$ cat src/hw/frag_stream_pkg.sv
`default_nettype none

package frag_stream_pkg;

    ////////////////////////////////
    // Basic stream fields
    ////////////////////////////////

    // One payload byte
    typedef logic [7:0] byte_t;

    // IP identification field of a fragment
    typedef logic [15:0] frag_id_t;

    ////////////////////////////////
    // Beats at the subsystem edge
    ////////////////////////////////

    // Input beat with an id that stays constant over a fragment
    typedef struct packed {
        logic     enable;
        logic     last;
        frag_id_t id;
        byte_t    data;
    } in_beat_t;

    // Output beat where first marks the start of a fragment
    typedef struct packed {
        logic     valid;
        logic     first;
        frag_id_t packet_id;
        byte_t    data;
    } out_beat_t;

endpackage

`default_nettype wire

$ cat src/hw/frag_slot_pkg.sv
`default_nettype none

package frag_slot_pkg;

    localparam int unsigned SLOT_COUNT       = 4;
    localparam int unsigned SLOT_FIFO_DEPTH  = 2048;
    localparam int unsigned SLOT_INDEX_WIDTH = $clog2(SLOT_COUNT);

    // Selects one slot
    typedef logic [SLOT_INDEX_WIDTH-1:0] slot_index_t;

    // Stored FIFO word with the flag set on the first byte of a fragment
    typedef struct packed {
        logic                  first;
        frag_stream_pkg::byte_t data;
    } slot_word_t;

    typedef enum logic [1:0] {
        SLOT_IDLE,
        SLOT_CAPTURE,
        SLOT_DRAIN
    } slot_state_t;

    // Round-robin step that wraps after the last slot
    function automatic slot_index_t next_slot(slot_index_t index);
        return (index == slot_index_t'(SLOT_COUNT - 1)) ? '0 : index + 1'b1;
    endfunction

endpackage

`default_nettype wire

$ cat src/hw/fragment_dispatcher.sv
`timescale 1ns/1ps
`default_nettype none

module fragment_dispatcher (
    input  logic                                clock,
    input  logic                                reset_n,
    input  frag_stream_pkg::in_beat_t           in_beat,
    input  logic [frag_slot_pkg::SLOT_COUNT-1:0] slot_ready,

    output logic                                in_ready,
    output frag_stream_pkg::in_beat_t           slot_beat,
    output logic [frag_slot_pkg::SLOT_COUNT-1:0] slot_select
);

    frag_slot_pkg::slot_index_t            slot_pointer;
    logic [frag_slot_pkg::SLOT_COUNT-1:0]  select_next;
    logic                                  fragment_busy;
    logic                                  beat_enable;
    logic                                  beat_last;
    frag_stream_pkg::frag_id_t             beat_id;
    frag_stream_pkg::byte_t                beat_data;

    // New fragment only at an idle slot and between fragments
    assign in_ready = slot_ready[slot_pointer] && !fragment_busy;

    // Select is registered with the beat so the pointer can move early
    always_comb begin
        select_next               = '0;
        select_next[slot_pointer] = 1'b1;
    end

    ////////////////////////////////
    // Pointer and beat control
    ////////////////////////////////

    always_ff @(posedge clock or negedge reset_n) begin
        if (!reset_n) begin
            slot_pointer  <= '0;
            fragment_busy <= 1'b0;
            beat_enable   <= 1'b0;
            beat_last     <= 1'b0;
            slot_select   <= '0;
        end else begin
            beat_enable <= in_beat.enable;
            beat_last   <= in_beat.last;
            slot_select <= select_next;
            if (in_beat.enable) begin
                fragment_busy <= !in_beat.last;
            end
            // Next fragment lands in the next slot once the last beat goes out
            if (in_beat.enable && in_beat.last) begin
                slot_pointer <= frag_slot_pkg::next_slot(slot_pointer);
            end
        end
    end

    always_ff @(posedge clock) begin
        beat_id   <= in_beat.id;
        beat_data <= in_beat.data;
    end

    assign slot_beat = '{enable: beat_enable, last: beat_last, id: beat_id, data: beat_data};

endmodule

`default_nettype wire

$ cat config.mk
export PLATFORM = sky130hd
export DESIGN_NAME = fragment_dispatcher
export DESIGN_NICKNAME = d
export VERILOG_FILES = /design/src/hw/frag_stream_pkg.sv /design/src/hw/frag_slot_pkg.sv /design/src/hw/fragment_dispatcher.sv
export SDC_FILE = /design/constraint.sdc
export NUM_CORES = 1
export LEC_CHECK = 0
export BUFFER_PORTS_ARGS = -buffer_cell sky130_fd_sc_hd__buf_2
export CAP_MARGIN = 30
export CORE_MARGIN = 2
export CORE_UTILIZATION = 30
export DETAILED_ROUTE_END_ITERATION = 6
export SYNTH_ARGS = -nofsm -noshare
export SYNTH_HDL_FRONTEND = slang
export SYNTH_SLANG_ARGS = --single-unit
$ cat constraint.sdc
create_clock -name clock -period 1.4 [get_ports clock]
set_input_delay 0.28 -clock clock [delete_from_list [all_inputs] [get_ports clock]]
set_output_delay 0.28 -clock clock [all_outputs]
set_load 0.05 [all_outputs]
==> run metrics <==
DRT Pass-1 Iters 2; crit path DAT 1.49 ns; Gate power share 30.1%; outcome finished, violations left; Switching Share 33.3%; later-pin clock latency in the skew report 0.33 ns; fin nets 156; failing checks setup timing; synth top area cells dfxtp_1, dfrtp_1, ha_1; Peak VDD IR 0.00128 V; Leak 0.706 nW; row cnt 19; register area share after synthesis 82.9%; Worst-Margin Slew 0.261 ns; Vias 616; cell-internal power 1.76 mW; hold slack 0.0424 ns; Pwr Density 2000 nW/um^2; CP Class reg -> out; min Tclk post-route 1.77 ns; area of the core 2730 um^2; combinational family with the most area after synthesis multiplexers; maximum clock rate 565 MHz; GRT Total Usage 10.7%; cell area after synthesis 851 um^2; Worst path max stage delay 0.49 ns; initial DRC count 2; Synth Area in Simple Gates 1.62%; Post-Place Cells 142; Syn Nets 85; Die Y-Extent 57.3 um; number of diodes 0; Area growth syn-to-layout 54.4%; cts bufs inserted 5; Sequential Area 706 um^2; Initial Util 31.1%; post-detail-place hpwl 1260 um; grt met2 use 19.2%; Final Non-Filler Cells 152; Clk network pwr share 28.0%; Post-route DRC 0; type of the tightest min-delay check in -> reg; CTS tree done; RSZ-0062 raised after global routing true; Slew headroom 82.7%; pin count of the biggest net entering global routing 12; Post-Synth XOR/XNOR Area 0%; GP Congestion 0.700; Total Die Area 3280 um^2; CTS Root Cell clkbuf_4; die width 57.3 um; antenna violations before repair 0; Yosys top cell by area dfxtp_1; GR Overflow Total 0; CP delay by family, top multiplexers; final instance area 1310 um^2; CP startpoint kind flip-flop; Buf/Inv on CP 1; final wirelength 1590 um; Adder-Cell Fraction of Synth Area 5.88%; power share of the sequential group 41.9%; share of layout cells above drive strength 1 63.6%; synth warn 0; GRT busiest layer met2; Routed WL per cell 10.5 um; Syn Area/Cell 17.4 um^2; Final setup viols 1; area of placed instances 1200 um^2; multi-input combinational cell area 121 um^2; setup_tns -0.370 ns; Fillers 249; multiplexer area fraction after synthesis 6.47%; Worst EP required 1.12 ns; IO Port Bufs 62; Clock Path Buffers 2; library cells used by synthesis 11; Synth Instances 49; Clock Sinks 33; drt via density 4.05; crit-path cells mux4_2 > and2_4 > buf_6; Fin. Hold Viols 0; ANT nets after route 0; grt met1 use 9.14%; Clk pin slew, worst setup/hold paths 0.10 ns; Slowest-stage cell, CP mux4_2; clock skew 0.00385 ns; Net Switching 0.877 mW; max_cap viols 0; Worst setup EP type primary output; final worst slack -0.370 ns; Critical Path Fanout Max 2; Yosys top cell area share 56.5%; IO Pins 63; Final Max Tran Viols 0; vias in the first global route 607; Seq cells post-synth 33; M3 GR Usage 5.67%; post-synthesis compound-gate area fraction 0%; global-route wire length before repair 2540 um; CTS H-tree lvls 2; fin crit share 126%
-- Yosys cell counts, drive strengths merged --
cell type  number
and2            1
dfxtp          24
mux2            2
mux2i           1
buf             2
ha              4
nor2            1
mux4            1
inv             3
dfrtp           9
nand2           1
-- cells in the final DEF (no fill, tap or decap), drive strengths merged --
cell | synthesis | layout
mux4 | 1 | 1
dfxtp | 24 | 24
inv | 3 | 4
clkbuf | 0 | 6
and2 | 1 | 1
ha | 4 | 4
mux2i | 1 | 1
buf | 2 | 65
dlygate4sd3 | 0 | 1
nand2 | 1 | 1
nor2 | 1 | 1
dfrtp | 9 | 9
mux2 | 2 | 2
bufinv | 0 | 1
-- registers in the layout, indices dropped and copies added, names as in the netlist --
name,cells
beat_enable,1
beat_id,16
slot_select,4
beat_last,1
slot_pointer,2
fragment_busy,1
beat_data,8
-- per-layer routing --
layer  wire (um)  up-vias  share of wire (%)
met1         474      281                 30
met3         156        5                9.8
li1            -      297                  -
met2         913       33                 57
met4          45        0                2.8
met5           0        -                  0
-- logic make-up after synthesis --
logic type,count (synthesis)
multiplexers,4
buffers and inverters,5
adder cells (fa/ha/maj),4
flip-flops,33
AND/OR/NAND/NOR,3
-- metrics by stage --
| step | worst slack (ns) | total power, mW | utilization [%] |
|---|---|---|---|
| 4_1_cts | -0.393 | 2.68 | 48.1 |
| 3_3_place_gp | -0.0490 | 1.87 | 44.0 |
| 2_1_floorplan | 0.00692 | 1.65 | - |
| 6_report | -0.370 | 2.63 | 48.1 |
| 3_5_place_dp | -0.0659 | 1.89 | 44.0 |
| 5_1_grt | -0.439 | 2.77 | 48.1 |
-- what timing repair did --
item	4_1_cts	5_1_grt
hold buffers	1	0
setup endpoints to repair	1	1
gates resized for setup	2	0
buffers inserted	1	0
endpoints found under the hold margin	9	0
-- layout make-up --
cell class	count	area share [%]
Inverter	3	0.857
Clock inverter	2	2.76
Clock buffer	6	3.90
Timing Repair Buffer	66	26.6
Multi-Input combinational cell	11	9.24
Tap cell	31	2.95
Sequential cell	33	53.7
-- worst paths after layout --
check                                            start                     endpoint  slack [ns]  cells after the start
max                        slot_pointer[0]$_DFFE_PN0P_                     in_ready       -0.37                      3
min                                        in_beat[14]           beat_id[6]$_DFF_P_        0.04                      1
max reg2reg                slot_pointer[0]$_DFFE_PN0P_  slot_pointer[1]$_DFFE_PN0P_        0.05                      5
min reg2reg                  fragment_busy$_DFFE_PN0P_    fragment_busy$_DFFE_PN0P_        0.55                      2
max in group asynchronous                      reset_n        beat_enable$_DFF_PN0_        0.90                      2
min in group asynchronous                      reset_n     slot_select[1]$_DFF_PN0_        0.31                      2
-- worst reg2reg max path, stage by stage, from the launching register on --
cell	delay [ns]
dfrtp_1	0.40
buf_4	0.13
buf_4	0.14
inv_1	0.07
ha_1	0.23
mux2_2	0.26
-- power by group through the flow --
stage               combinational [mW]  clock (mW)  sequential [mW]
floorplan                        0.188           0             1.47
global placement                 0.743           0             1.12
detailed placement               0.767           0             1.13
CTS                              0.805       0.767             1.11
global route                     0.841       0.812             1.12
finish                           0.791       0.737             1.10
Note: power is estimated with default switching activity, not from simulation.
