$ cat config.mk
export PLATFORM = sky130hd
export DESIGN_NAME = slot_drainer
export DESIGN_NICKNAME = d
export VERILOG_FILES = /design/src/hw/frag_stream_pkg.sv /design/src/hw/frag_slot_pkg.sv /design/src/hw/slot_drainer.sv
export SDC_FILE = /design/constraint.sdc
export NUM_CORES = 1
export LEC_CHECK = 0
export CORE_MARGIN = 3
export CORE_UTILIZATION = 40
export CTS_CLUSTER_SIZE = 10
export DETAILED_ROUTE_END_ITERATION = 12
export DONT_BUFFER_PORTS = 1
export PLACE_DENSITY_LB_ADDON = 0.2
export SETUP_SLACK_MARGIN = 0.4
export SKIP_LAST_GASP = 1
export SYNTH_ARGS = -nofsm -noshare
export SYNTH_HDL_FRONTEND = slang
export SYNTH_SLANG_ARGS = --single-unit
$ cat constraint.sdc
create_clock -name clock -period 2.2 [get_ports clock]
set_clock_uncertainty 0.1 [all_clocks]
set_input_delay 0.44 -clock clock [delete_from_list [all_inputs] [get_ports clock]]
set_output_delay 0.44 -clock clock [all_outputs]
set_load 0.05 [all_outputs]
$ cat src/hw/frag_stream_pkg.sv
`default_nettype none

package frag_stream_pkg;

    ////////////////////////////////
    // Basic stream fields
    ////////////////////////////////

    // One payload byte
    typedef logic [7:0] byte_t;

    // IP identification field of a fragment
    typedef logic [15:0] frag_id_t;

    ////////////////////////////////
    // Beats at the subsystem edge
    ////////////////////////////////

    // Input beat with an id that stays constant over a fragment
    typedef struct packed {
        logic     enable;
        logic     last;
        frag_id_t id;
        byte_t    data;
    } in_beat_t;

    // Output beat where first marks the start of a fragment
    typedef struct packed {
        logic     valid;
        logic     first;
        frag_id_t packet_id;
        byte_t    data;
    } out_beat_t;

endpackage

`default_nettype wire

$ cat src/hw/frag_slot_pkg.sv
`default_nettype none

package frag_slot_pkg;

    localparam int unsigned SLOT_COUNT       = 4;
    localparam int unsigned SLOT_FIFO_DEPTH  = 2048;
    localparam int unsigned SLOT_INDEX_WIDTH = $clog2(SLOT_COUNT);

    // Selects one slot
    typedef logic [SLOT_INDEX_WIDTH-1:0] slot_index_t;

    // Stored FIFO word with the flag set on the first byte of a fragment
    typedef struct packed {
        logic                  first;
        frag_stream_pkg::byte_t data;
    } slot_word_t;

    typedef enum logic [1:0] {
        SLOT_IDLE,
        SLOT_CAPTURE,
        SLOT_DRAIN
    } slot_state_t;

    // Round-robin step that wraps after the last slot
    function automatic slot_index_t next_slot(slot_index_t index);
        return (index == slot_index_t'(SLOT_COUNT - 1)) ? '0 : index + 1'b1;
    endfunction

endpackage

`default_nettype wire

$ cat src/hw/slot_drainer.sv
`timescale 1ns/1ps
`default_nettype none

module slot_drainer (
    input  logic                                                       clock,
    input  logic                                                       reset_n,
    input  logic [frag_slot_pkg::SLOT_COUNT-1:0]                       data_ready,
    input  frag_slot_pkg::slot_word_t [frag_slot_pkg::SLOT_COUNT-1:0]  push_data,
    input  logic [frag_slot_pkg::SLOT_COUNT-1:0]                       push_data_valid,
    input  frag_stream_pkg::frag_id_t [frag_slot_pkg::SLOT_COUNT-1:0]  current_packet_id,

    output logic [frag_slot_pkg::SLOT_COUNT-1:0]                       push_data_enable,
    output frag_stream_pkg::out_beat_t                                 out_beat
);

    frag_slot_pkg::slot_index_t slot_pointer;
    logic                       previous_ready;
    logic                       current_ready;
    logic                       take_word;
    logic                       ready_fell;
    logic                       out_valid;
    frag_slot_pkg::slot_word_t  out_word;
    frag_stream_pkg::frag_id_t  out_packet_id;

    assign current_ready = data_ready[slot_pointer];

    // Read only from the current slot, and only while it is draining
    always_comb begin
        push_data_enable               = '0;
        push_data_enable[slot_pointer] = current_ready;
    end

    assign take_word  = current_ready && push_data_valid[slot_pointer];

    // Slot is empty and back to idle
    assign ready_fell = previous_ready && !current_ready;

    ////////////////////////////////
    // Slot pointer
    ////////////////////////////////

    always_ff @(posedge clock or negedge reset_n) begin
        if (!reset_n) begin
            slot_pointer   <= '0;
            previous_ready <= 1'b0;
            out_valid      <= 1'b0;
        end else begin
            out_valid <= take_word;
            if (ready_fell) begin
                slot_pointer   <= frag_slot_pkg::next_slot(slot_pointer);
                // New slot starts without history
                previous_ready <= 1'b0;
            end else begin
                previous_ready <= current_ready;
            end
        end
    end

    ////////////////////////////////
    // Output register
    ////////////////////////////////

    always_ff @(posedge clock) begin
        if (take_word) begin
            out_word      <= push_data[slot_pointer];
            out_packet_id <= current_packet_id[slot_pointer];
        end
    end

    assign out_beat = '{
        valid:     out_valid,
        first:     out_word.first,
        packet_id: out_packet_id,
        data:      out_word.data
    };

endmodule

`default_nettype wire

==> impl_metrics.env <==
export IMPL_crit_type="reg -> out"
export IMPL_p_comb_share_pct=38.8
export IMPL_grt_max_degree=32
export IMPL_cts_made_buffers=5
export IMPL_coreArea_sq_um=3799
export IMPL_netlist_instances=81
export IMPL_grt_pass1_vias=974
export IMPL_antenna_found_initial=0
export IMPL_peakVddDrop_v=0.0007222
export IMPL_cts_tree="built"
export IMPL_gp_congestion=0.7047
export IMPL_path_cells="mux4_2 > and2_4"
export IMPL_yosysWarnings=0
export IMPL_synth_area_top_cells="edfxtp_1, mux4_2, dfrtp_1"
export IMPL_num_vias=921
export IMPL_synth_most_common_cell="mux4_2"
export IMPL_status="finished clean"
export IMPL_grt_usage_pct=16.69
export IMPL_drt_pass1_iterations=4
export IMPL_synth_largest_area_cell="edfxtp_1"
export IMPL_die_area_sq_um=4908
export IMPL_hpwl_um=3208
export IMPL_hold_class="in -> reg"
export IMPL_worstPathArrival_ns=1.47
export IMPL_synth_seq_cells=29
export IMPL_pre_cts_ws_ns=0.3530
export IMPL_drt_wl_total_um=4186
export IMPL_clock_root_buffer="clkbuf_8"
export IMPL_antenna_cells=0
export IMPL_clock_latency_ns=0.27
export IMPL_drive_above_1_share_pct=53.76
export IMPL_fp_row_count=22
export IMPL_rsz0062_at_grt="true"
export IMPL_p_switching_mw=1.669
export IMPL_switching_share_pct=45.88
export IMPL_synth_edf_count=25
export IMPL_synthArstFlopShare_pct=13.79
export IMPL_period_share_pct=91.54
export IMPL_max_stage_delay_ns=0.57
export IMPL_power_density_nw_per_um2=1925
export IMPL_nFillCells=332
export IMPL_finalSetupTns_ns=0
export IMPL_seqPwrFrac_pct=50.5
export IMPL_min_from="data_ready[1]"
export IMPL_internal_power_mw=1.968
export IMPL_cp_slowest_cell="mux4_2"
export IMPL_drt_iter0_drc=63
export IMPL_syn_area_sq_um=1642
export IMPL_rrSetupSlack_ns=0.31
export IMPL_vias_per_cell=6.532
export IMPL_critPathRequiredTime_ns=1.66
export IMPL_setup_viol=0
export IMPL_ioPinCount=140
export IMPL_slew_headroom_pct=66.78
export IMPL_cts_num_sinks=29
export IMPL_ys_seq_area_share_pct=51.83
export IMPL_reg2regPathDepth=5
export IMPL_power_total_mw=3.637
export IMPL_synth_cell_type_count=13
export IMPL_cts_clk_slew_worst_paths_ns=0.06
export IMPL_drc=0
export IMPL_wl_per_cell_um=29.69
export IMPL_hold_depth=2
export IMPL_synth_top_area_share_pct=45.73
export IMPL_portBuffers=0
export IMPL_clockBufferDepth=2
export IMPL_grt_pass1_wl_um=6092
export IMPL_final_nets=207
export IMPL_period_needed_ns=2.014
export IMPL_slew_violations=0
export IMPL_area_delta_synth_final_pct=15.09
export IMPL_post_route_util_pct=49.74
export IMPL_drv_cap=0
export IMPL_worst_hold_path_endpoint="slot_pointer[0]"
export IMPL_power_frac_clock_pct=10.7
export IMPL_timing_rr_start="slot_pointer[0]"
export IMPL_cts_htree_levels=2
export IMPL_cp_max_fo=5
export IMPL_dieHeight_um=70.06
export IMPL_fp_dieW_um=70.06
export IMPL_worst_pin_slew_ns=0.4993
export IMPL_dpl_cell_area_sq_um=1705
export IMPL_fin_ws_ns=0.1862
export IMPL_synthTopCellsByCount="mux4_2, edfxtp_1, and2_1"
export IMPL_finalHoldViolCount=0
export IMPL_p_leak_nw=0.6566
export IMPL_start_kind="register"
export IMPL_synth_fp_nets=195
export IMPL_timing_rr_end="slot_pointer[1]"
export IMPL_overflow=0
export IMPL_synth_main_ff_cell="edfxtp_1"
export IMPL_initial_core_util_pct=43.21
export IMPL_path_buf_inv=0
export IMPL_worstSetupEndpointType="primary output"
export IMPL_crit_family="multiplexers"
export IMPL_fin_area_sq_um=1889
export IMPL_ant_nets=0
export IMPL_timing_fmax_mhz=496.6
export IMPL_syn_area_per_cell_sq_um=20.27
==> worst reg2reg max path, delay by kind of cell, from the launching register on <==
kind / cells / cell delay [ns]
flops: 1 / 0.41
simple gates: 1 / 0.11
mux: 2 / 0.88
buf+inv: 2 / 0.27
==> cell type report <==
cell class	instances	area (sq um)	share of cell area, %
multi-input cells	43	763.2	40.40
well taps	48	60.06	3.179
clock inverters	1	3.754	0.1987
clock buffers	6	72.57	3.841
flip-flops and latches	29	852.1	45.10
inverters	3	11.26	0.5960
repair buffers	11	126.4	6.689
==> layout by cell type (no fill, tap or decap) <==
cell	instances
clkbuf_8	5
nor2b_2	1
mux2_1	1
ha_1	4
clkbuf_1	1
inv_1	3
mux4_2	27
dfrtp_1	3
edfxtp_1	25
dlygate4sd3_1	1
and2_4	6
mux2i_1	2
clkinv_1	1
dfrtp_2	1
buf_8	1
a31oi_1	2
buf_6	1
clkbuf_16	1
buf_4	6
buf_12	1
==> state kept, by name, summed over array words and instances, names as in the netlist <==
name	count
slot_pointer	2
out_packet_id	16
previous_ready	1
out_beat	9
out_valid	1
==> per-stage QoR <==
stage	hold WS [ns]	instances
3_5_place_dp	0.04458	125
3_3_place_gp	0.04458	125
5_1_grt	0.3008	141
2_1_floorplan	0.04441	81
4_1_cts	0.3054	134
6_report	0.3112	141
==> routing by layer <==
| metal | GRT usage [%] | vias to the layer above | share of wire (%) |
|---|---|---|---|
| met3 | 7.770 | 7 | 10 |
| met1 | 18.36 | 466 | 33 |
| met4 | 6.383 | 0 | 1.9 |
| met5 | 0 | - | 0 |
| li1 | - | 375 | - |
| met2 | 28.02 | 73 | 55 |
==> logic make-up (layout without fill, tap and decap cells) <==
family	Yosys count	count (layout)	synth area share, %
and+or+nand+nor	6	7	2.287
DFF	29	29	51.83
muxes	30	30	38.95
buffers and inverters	10	21	3.125
AOI/OAI and AO/OA	2	2	0.7621
adders and majority gates	4	4	3.049
==> worst max path at each step <==
stage	from	endpoint	slack (ns)	depth (start not counted)
after detailed placement	slot_pointer[0]	out_packet_id[8]	0.35	3
after global routing	slot_pointer[0]	push_data_enable[0]	0.13	2
after global placement	slot_pointer[0]	out_packet_id[3]	0.37	3
final	slot_pointer[0]	push_data_enable[0]	0.19	2
after CTS	slot_pointer[0]	push_data_enable[0]	0.18	2
after floorplan	slot_pointer[0]	push_data_enable[0]	0.37	2
==> power groups by stage <==
stage	Clock (mW)	Combinational [mW]	Sequential, mW
floorplan	0	1.07	1.78
global placement	0	1.18	1.84
finish	0.389	1.41	1.84
CTS	0.402	1.27	1.84
detailed placement	0	1.21	1.85
global route	0.433	1.54	1.86
==> what timing repair did <==
item / CTS / global route
gates resized for setup: 5 / 4
setup endpoints to repair: 29 / 31
hold buffers: 1 / 0
setup buffers: 1 / 5
cloned: 0 / 2
endpoints found under the hold margin: 4 / 0
pin swaps: 4 / 0
No activity file was read; power rests on OpenSTA's default activity.
